**src/include/cache_defs.svh**
```systemverilog
`ifndef CACHE_DEFS_SVH
`define CACHE_DEFS_SVH

`define CACHE_SETS        16
`define CACHE_WAYS        4
`define CACHE_LINE_BYTES  64
`define CACHE_ADDR_BITS   32
`define CACHE_CNT_BITS    16
`define CACHE_FIFO_DEPTH  4

`define CACHE_OFFSET_BITS ($clog2(`CACHE_LINE_BYTES))
`define CACHE_SET_BITS    ($clog2(`CACHE_SETS))
`define CACHE_WAY_BITS    ($clog2(`CACHE_WAYS))
`define CACHE_TAG_BITS    (`CACHE_ADDR_BITS - `CACHE_SET_BITS - `CACHE_OFFSET_BITS)

`define REG_ADDR    8'h00
`define REG_CMD     8'h04
`define REG_PROBE   8'h08
`define REG_READS   8'h10
`define REG_WRITES  8'h14
`define REG_HITS    8'h18
`define REG_MISSES  8'h1C
`define REG_WBACKS  8'h20

`endif
```
**src/verilog/cache_line_pkg.sv**
```systemverilog
`include "cache_defs.svh"

package cache_line_pkg;

  typedef enum logic [1:0] {
    MODIFIED  = 2'd0,
    EXCLUSIVE = 2'd1,
    SHARED    = 2'd2,
    INVALID   = 2'd3
  } mesi_e;

  typedef struct packed {
    logic [`CACHE_TAG_BITS-1:0] tag;
    mesi_e                      state;
  } line_entry_t;

  // One flag per counted event
  typedef struct packed {
    logic rd;
    logic wr;
    logic hit;
    logic miss;
    logic wback;
  } cache_event_t;

endpackage

```
**src/verilog/cache_cmd_pkg.sv**
```systemverilog
`include "cache_defs.svh"

package cache_cmd_pkg;

  // Codes 2, 5-7 and 9-15 are reserved
  typedef enum logic [3:0] {
    CMD_READ      = 4'd0,
    CMD_WRITE     = 4'd1,
    CMD_INVAL     = 4'd3,  // Invalidate from L2
    CMD_SNOOP_RFO = 4'd4,  // Snooped read for ownership
    CMD_CLEAR     = 4'd8
  } cache_cmd_e;

  typedef struct packed {
    logic [`CACHE_TAG_BITS-1:0]    tag;
    logic [`CACHE_SET_BITS-1:0]    set;
    logic [`CACHE_OFFSET_BITS-1:0] offset;
  } addr_fields_t;

  // Same trace address seen raw or split into fields
  typedef union packed {
    logic [`CACHE_ADDR_BITS-1:0] raw;
    addr_fields_t                f;
  } cache_addr_u;

  typedef struct packed {
    cache_cmd_e  cmd;
    cache_addr_u addr;
  } cache_req_t;

endpackage

```
**src/verilog/cache_mesi_engine.sv**
```systemverilog
`include "cache_defs.svh"

module cache_mesi_engine
  import cache_cmd_pkg::*;
  import cache_line_pkg::*;
(
  input  logic                       Clock,
  input  logic                       reset,
  input  logic                       empty,
  input  cache_req_t                 head,
  output logic                       pop,
  output logic                       busy,
  input  cache_addr_u                probe_addr,
  output mesi_e                      probe_state,
  output logic                       touch,
  output logic                       lru_clear,
  output logic [`CACHE_SET_BITS-1:0] lru_set,
  output logic [`CACHE_WAY_BITS-1:0] lru_way,
  input  logic [`CACHE_WAY_BITS-1:0] victim,
  output cache_event_t               events
);

  line_entry_t                lines [`CACHE_SETS][`CACHE_WAYS];
  cache_req_t                 req_q;
  logic                       hit_q;
  logic [`CACHE_WAY_BITS-1:0] way_q;
  logic [`CACHE_SET_BITS-1:0] set_q;
  logic [`CACHE_SET_BITS-1:0] head_set;
  logic [`CACHE_WAYS-1:0]     hit_vec;
  logic                       hit;
  logic [`CACHE_WAY_BITS-1:0] hit_way;
  logic                       has_free;
  logic [`CACHE_WAY_BITS-1:0] free_way;
  line_entry_t                cur;
  mesi_e                      next_state;

  assign pop      = !busy && !empty;
  assign head_set = head.addr.f.set;
  assign set_q    = req_q.addr.f.set;
  assign cur      = lines[set_q][way_q];
  assign lru_set  = busy ? set_q : head_set;  // Victim must be ready in the pop cycle
  assign lru_way  = way_q;

  // Downward scan so the lowest matching way wins
  always_comb
  begin
    hit_vec     = '0;
    hit         = 1'b0;
    hit_way     = '0;
    has_free    = 1'b0;
    free_way    = '0;
    probe_state = INVALID;
    for (int w = `CACHE_WAYS - 1; w >= 0; w--)
    begin
      if (lines[head_set][w].state != INVALID && lines[head_set][w].tag == head.addr.f.tag)
      begin
        hit_vec[w] = 1'b1;
        hit        = 1'b1;
        hit_way    = w[`CACHE_WAY_BITS-1:0];
      end
      if (lines[head_set][w].state == INVALID)
      begin
        has_free = 1'b1;
        free_way = w[`CACHE_WAY_BITS-1:0];
      end
      if (lines[probe_addr.f.set][w].state != INVALID &&
          lines[probe_addr.f.set][w].tag == probe_addr.f.tag)
        probe_state = lines[probe_addr.f.set][w].state;
    end
  end

  always_comb
  begin
    events     = '0;
    touch      = 1'b0;
    lru_clear  = 1'b0;
    next_state = INVALID;
    if (busy)
    begin
      case (req_q.cmd)
        CMD_READ, CMD_WRITE:
        begin
          events.rd    = (req_q.cmd == CMD_READ);
          events.wr    = (req_q.cmd == CMD_WRITE);
          events.hit   = hit_q;
          events.miss  = !hit_q;
          events.wback = !hit_q && cur.state == MODIFIED;  // Dirty victim evicted
          touch        = 1'b1;
          if (req_q.cmd == CMD_WRITE)
            next_state = MODIFIED;
          else if (!hit_q)
            next_state = EXCLUSIVE;
          else
            next_state = (cur.state == EXCLUSIVE) ? SHARED : cur.state;
        end
        CMD_INVAL:
        begin
          touch        = hit_q;
          events.wback = hit_q && cur.state == MODIFIED;
        end
        CMD_SNOOP_RFO: touch = hit_q;
        CMD_CLEAR:     lru_clear = 1'b1;
        default: ;
      endcase
    end
  end

  always_ff @(posedge Clock)
  begin
    if (pop)
    begin
      req_q <= head;
      hit_q <= hit;
      way_q <= hit ? hit_way : (has_free ? free_way : victim);
    end
  end

  always_ff @(posedge Clock or posedge reset)
  begin
    if (reset)
      busy <= 1'b0;
    else
      busy <= pop;  // Update cycle follows every pop
  end

  always_ff @(posedge Clock or posedge reset)
  begin
    if (reset)
    begin
      for (int s = 0; s < `CACHE_SETS; s++)
        for (int w = 0; w < `CACHE_WAYS; w++)
          lines[s][w] <= '{tag: '0, state: INVALID};
    end
    else if (busy)
    begin
      case (req_q.cmd)
        CMD_READ, CMD_WRITE:
          lines[set_q][way_q] <= '{tag: req_q.addr.f.tag, state: next_state};
        CMD_INVAL, CMD_SNOOP_RFO:
          if (hit_q)
            lines[set_q][way_q].state <= INVALID;
        CMD_CLEAR:
          for (int s = 0; s < `CACHE_SETS; s++)
            for (int w = 0; w < `CACHE_WAYS; w++)
              lines[s][w].state <= INVALID;
        default: ;
      endcase
    end
  end

  a_single_hit: assert property (@(posedge Clock) disable iff (reset)
    pop |-> $onehot0(hit_vec));

endmodule

```
**config.mk**
```make
export PLATFORM = sky130hd
export DESIGN_NAME = cache_mesi_engine
export DESIGN_NICKNAME = d
export VERILOG_FILES = /design/src/verilog/cache_line_pkg.sv /design/src/verilog/cache_cmd_pkg.sv /design/src/verilog/cache_mesi_engine.sv
export VERILOG_INCLUDE_DIRS = /design/src /design/src/include
export SDC_FILE = /design/constraint.sdc
export NUM_CORES = 2
export LEC_CHECK = 0
export BUFFER_PORTS_ARGS = -buffer_cell sky130_fd_sc_hd__buf_4
export CORE_MARGIN = 4
export CORE_UTILIZATION = 45
export DETAILED_ROUTE_END_ITERATION = 6
export GPL_TIMING_DRIVEN = 0
export PLACE_DENSITY = 0.66
export SYNTH_ARGS = -nofsm -noshare
export SYNTH_HDL_FRONTEND = slang
export SYNTH_SLANG_ARGS = --single-unit
```
**constraint.sdc**
```tcl
create_clock -name Clock -period 89.7 [get_ports Clock]
set_clock_uncertainty 0.15 [all_clocks]
set_input_delay 13.455 -clock Clock [delete_from_list [all_inputs] [get_ports Clock]]
set_output_delay 13.455 -clock Clock [all_outputs]
set_load 0.01 [all_outputs]
```
Yosys cells after proc, flatten, opt, wreduce, memory -nomap -nowiden. Index checks and enable logic that the tools add are counted.

Order comparisons: 6. Equality and inequality tests: 26. Multiplexer cells: 186. Bitwise operators: 4. Reductions and logical operators: 24.

Operators with widths (count): bitwise mux 1536 bit (2); one-hot mux 22 bit (2 select lines) (64); two-way mux 1536 bit (1); binary-select mux 96 bit (select 4 bit) (3); demux 96 bit (select 4 bit) (2); two-way mux 96 bit (8); one-hot mux 2 bit (3 select lines) (64); equality test 22 bit (8); demux 24 bit (select 2 bit) (2); binary-select mux 24 bit (select 2 bit) (1); two-way mux 2 bit (22); two-way mux 24 bit (1); inequality test 2 bit (second input constant) (8); greater-or-equal comparator 5 bit (second input constant) (3); NOT 4 -> 5 bit (3); logical AND 1 bit (13); two-way mux 1 bit (11); equality test 2 bit (second input constant) (4); two-way mux 4 bit (2); AND reduction 3 bit (2); less-than comparator 5 x 1 -> 1 bit (second input constant) (1); two-way mux 5 bit (1); equality test 4 x 1 -> 1 bit (second input constant) (1); equality test 4 x 2 -> 1 bit (second input constant) (1); 14 further kinds (18).

Flip-flop bits (word level): 1576. Input port bits: 73. Output and inout bits: 17. Word-level logic and storage cells: 379.

Depth between registers and ports, before layout.
Depth in word-level cells: 15. Mapped depth: 15.

Least setup slack after synthesis. OpenSTA, ideal clock, no wires.

Path kind: in2out. Start: input probe_addr[7] (netlist bit). End: output probe_state[0]. Arrival time: 16229 ps. Required time: 76095 ps. Slack: 59866 ps. Stages on the path: 12. Buffers on the path: 3. Path through: buf_4 -> buf_2 -> buf_1 -> mux4_2 -> mux4_2 -> clkinv_1 -> o2111ai_1 -> nor4_1 -> o2111ai_1 -> or3_1 -> a31oi_1 -> o21ai_1.

Word-level cells in the longest chain between the ends: 10. Elaborated cells on any way between the ends: 20. Classes of those cells: eq/ne: 8; mux: 7; bitwise: 1; reduce/logical: 4.

Ends and longest elaborated chain: start: declaration (line cache_mesi_engine.sv:13) `input cache_addr_u probe_addr,`; NOT 4 -> 5 bit (implied by the code) * (line cache_mesi_engine.sv:66, cache_mesi_engine.sv:67, cache_mesi_engine.sv:68); binary-select mux 96 bit (select 4 bit) * (line cache_mesi_engine.sv:66, cache_mesi_engine.sv:67, cache_mesi_engine.sv:68); two-way mux 96 bit (implied by the code) * (2 in a row) (line cache_mesi_engine.sv:66, cache_mesi_engine.sv:68); equality test 22 bit / inequality test 2 bit (equally long branches) (line cache_mesi_engine.sv:67, cache_mesi_engine.sv:66); logical AND 1 bit (line cache_mesi_engine.sv:66) `if (lines[probe_addr.f.set][w].state != INVALID &&`; two-way mux 2 bit (3 in a row) (line cache_mesi_engine.sv:66); two-way mux 2 bit * (line cache_mesi_engine.sv:66); end: declaration (line cache_mesi_engine.sv:14) `output mesi_e probe_state,`.

Mark *: on every way between the ends. The rest lies on a longest branch, timed or not. The select of a mux whose other input is x is not followed.

Worst setup path in the final report.
Start: input probe_addr[9] (netlist bit). End: output probe_state[0].

Same word-level chain as after synthesis.

==> flow_summary.json <==
{
  "gr-usage-all-layers": 0.5754,
  "cts_setup_buffers": 0,
  "synth.distinct_cells": 74,
  "worstPathCellList": "buf_4, buf_2, buf_2, buf_2, buf_4, clkbuf_1, clkbuf_1, a2111oi_0, a41oi_1, nor2_1, and4_1, a211o_1, o21ai_1, buf_4",
  "cts_hold_buf": 0,
  "post-place-ws_ns": 54.92,
  "setup_viol": 0,
  "post_dp_cell_area_mm2": 0.09216,
  "netlist_instances": 5889,
  "avgSynthCellArea_um2": 14.76,
  "tightestPinTransition_ns": 1.743,
  "ys_seq_elements": 1570,
  "powerDensity_mw_per_mm2": 18.90,
  "clk_pin_slew_worst_paths_ns": 0.06,
  "via_count": 74490,
  "rows": 161,
  "area_growth_pct": 13.50,
  "internal-power_w": 0.001289,
  "drc": 28,
  "clock_latency_ns": 0.91,
  "drt.antenna.violating_nets": 0,
  "dr.first_iter.drc_count": 13740,
  "overflow": 0,
  "cts-root-buf": "clkbuf_16",
  "routedWlPerCell_um": 64.69,
  "worstSetupPathType": "in2out",
  "wl_um": 582300,
  "seq_area_frac_synth": 0.4558,
  "cpMaxStageDelayCell": "buf_2",
  "fin_ws_ns": 54.27,
  "io_buffers": 62,
  "worst_path_largest_cell_delay_ns": 1.13,
  "nNetsFinal": 6275,
  "grt_max_degree": 130,
  "cp_data_arrival_time_ns": 21.82,
  "max_cap_viol_count": 35,
  "coreArea_mm2": 0.1924,
  "die_w_um": 447.5,
  "synth_edf_count": 33,
  "hp-class": "reg2reg",
  "ys_warn_count": 0,
  "hpwl_um": 410300,
  "ioPinCount": 90,
  "viasPerCell": 8.276,
  "synth_ff_type": "dfrtp_1",
  "drive_above_1_share": 0.4948,
  "grt_pass1_vias": 66890,
  "cp-start-kind": "input pin",
  "pwr-share-seq": 0.418,
  "async_flop_share": 0.9790,
  "initial_core_util": 0.4518,
  "antenna_found_initial": 111,
  "cts_sinks": 1570,
  "clockBufferDepth": 3,
  "design_area_mm2": 0.09865,
  "syn_nets": 5962,
  "period_minus_slack_ns": 35.43,
  "violations": "DRC, capacitance limit, slew limit",
  "h-tree-depth": 4,
  "grt_pass1_wl_um": 727800,
  "worstPathRequired_ns": 76.09,
  "crit_fanout": 13,
  "drt_pre_antenna_iters": 7,
  "post-route-util": 0.5128,
  "slew_headroom": -0.1622,
  "setup_tns_ns": 0,
  "status": "finished with violations",
  "cts-resized-gates": 0,
  "switchingPower_w": 0.0005758,
  "cts_tree": "done",
  "end_kind": "output pin",
  "peakVddDrop_mv": 0.02075,
  "max_freq_ghz": 0.02823,
  "syn-cell-area_mm2": 0.08692,
  "die_h_um": 447.5,
  "fin_crit_sh": 0.3949,
  "hold_viol": 0,
  "power_frac_clock": 0.426,
  "swShare": 0.3087,
  "drv_slew": 259,
  "gp_congestion": 1.115,
  "die-area_mm2": 0.2002,
  "comb_power_share": 0.156,
  "power.leakage_nw": 43.85,
  "rsz0062_at_grt": "no",
  "cts_buffers": 180
}
## Yosys cell counts, types with 7 or more instances
| cell type | instances | area [um^2] |
|---|---|---|
| nor3_1 | 30 | 150.1 |
| o221ai_1 | 12 | 105.1 |
| nand3_1 | 96 | 480.5 |
| buf_1 | 143 | 536.8 |
| mux2i_1 | 262 | 2623 |
| a221oi_1 | 13 | 113.9 |
| o22a_1 | 128 | 1121 |
| nor4_1 | 18 | 112.6 |
| dfrtp_1 | 1409 | 35260 |
| a2111oi_0 | 7 | 61.31 |
| a22o_1 | 12 | 105.1 |
| xor2_1 | 64 | 560.5 |
| buf_4 | 62 | 465.5 |
| a21oi_1 | 99 | 495.5 |
| mux4_2 | 793 | 17860 |
| clkbuf_1 | 282 | 1059 |
| xnor2_1 | 133 | 1165 |
| a22oi_1 | 48 | 360.4 |
| buf_2 | 110 | 550.5 |
| nand4_1 | 18 | 112.6 |
| a221o_1 | 7 | 70.07 |
| mux2_2 | 1436 | 16170 |
| nor2b_1 | 13 | 81.33 |
| buf_6 | 22 | 247.7 |
| inv_1 | 16 | 60.06 |
| and2_1 | 10 | 62.56 |
| a32oi_1 | 10 | 87.58 |
| edfxtp_1 | 33 | 991.0 |
| o21ai_1 | 7 | 35.03 |
| nand2b_1 | 17 | 106.4 |
| dfstp_2 | 128 | 3363 |
| nor2_1 | 70 | 262.8 |
| o21ai_0 | 76 | 380.4 |
| o22ai_1 | 19 | 118.9 |
| a31oi_1 | 12 | 75.07 |
| nand2_1 | 162 | 608.1 |
| o2111ai_1 | 10 | 87.58 |
| o211ai_1 | 11 | 82.58 |
| a211oi_1 | 13 | 97.59 |
## through the flow
| step | power (W) | instances | hold WS [ns] |
|---|---|---|---|
| floorplan | 0.0009109 | 5889 | 0.3386 |
| global placement | 0.001049 | 8477 | 0.3503 |
| detailed placement | 0.001055 | 8544 | 0.3588 |
| CTS | 0.001826 | 8876 | 0.3723 |
| global route | 0.001870 | 8893 | 0.3857 |
| finish | 0.001865 | 9001 | 0.3722 |
## per-layer routing
| layer | part of all wire | track usage |
|---|---|---|
| met3 | 0.17 | 0.3644 |
| met4 | 0.12 | 0.5578 |
| met5 | 0.0026 | 0.07106 |
| met2 | 0.38 | 0.7186 |
| met1 | 0.33 | 0.6426 |
## worst paths after layout
kind | slack (ns) | to | depth (start not counted) | start
setup / recovery | 54.27 | probe_state[0] | 14 | probe_addr[9]
hold / removal | 0.37 | lines[335] | 1 | lines[335]
setup reg to reg | 84.23 | lines[848] | 8 | req_q[8]
hold reg to reg | 0.37 | lines[335] | 1 | lines[335]
max in group asynchronous | 74.34 | lines[1180] | 6 | reset
min in group asynchronous | 12.34 | lines[694] | 2 | reset
## critical path, delay by kind of cell
kind                   cells  cell delay [ns]
AO/OA/AOI/OAI              4             1.94
buffers and inverters      8             5.85
AND/OR/NAND/NOR            2             0.42
## layout make-up
type / instances / area [um^2]
antenna: 123 / 307.8
buffer: 619 / 3030
clock buffer: 277 / 5515
clock inverter: 55 / 644.4
fill: 16360 / 93730
inverter: 24 / 97.59
multi-input combinational: 3676 / 44450
sequential: 1570 / 39610
tap: 2526 / 3161
timing repair buffer: 131 / 1833
## sequential cells by signal, summed over array words and instances (netlist names)
register and count:
req_q 30, busy 1, hit_q 1, lru_way 2, lines 1536
## cell families after synthesis
group | after synthesis | share of synthesized area
buffers and inverters | 643 | 0.03393
AOI/OAI and AO/OA | 531 | 0.04402
and+or+nand+nor | 457 | 0.02473
DFF | 1570 | 0.4558
xor gates and xnor gates | 197 | 0.01985
muxes | 2491 | 0.4217
## power by group through the flow
stage	clock [W]	combinational [W]	sequential [W]
3_3_place_gp	0	0.000259	0.000790
5_1_grt	0.000811	0.000279	0.000781
6_report	0.000794	0.000291	0.000779
3_5_place_dp	0	0.000266	0.000788
2_1_floorplan	0	0.000132	0.000779
4_1_cts	0.000783	0.000267	0.000776
## cells in the final DEF, fill, tap and decap left out, types with 57 or more instances in the layout
master	netlist	routed
buf_1	143	63
dfrtp_1	1409	1409
mux2_2	1436	1436
diode_2	0	123
xor2_1	64	64
buf_2	110	193
xnor2_1	133	133
dfstp_2	128	128
buf_4	62	129
nand2_1	162	162
mux2i_1	262	258
nand3_1	96	96
a21oi_1	99	99
clkbuf_16	0	185
clkbuf_1	282	263
o21ai_0	76	73
clkbuf_2	0	57
nor2_1	70	67
o22a_1	128	128
mux4_2	793	793
(Power assumes the default switching activity.)
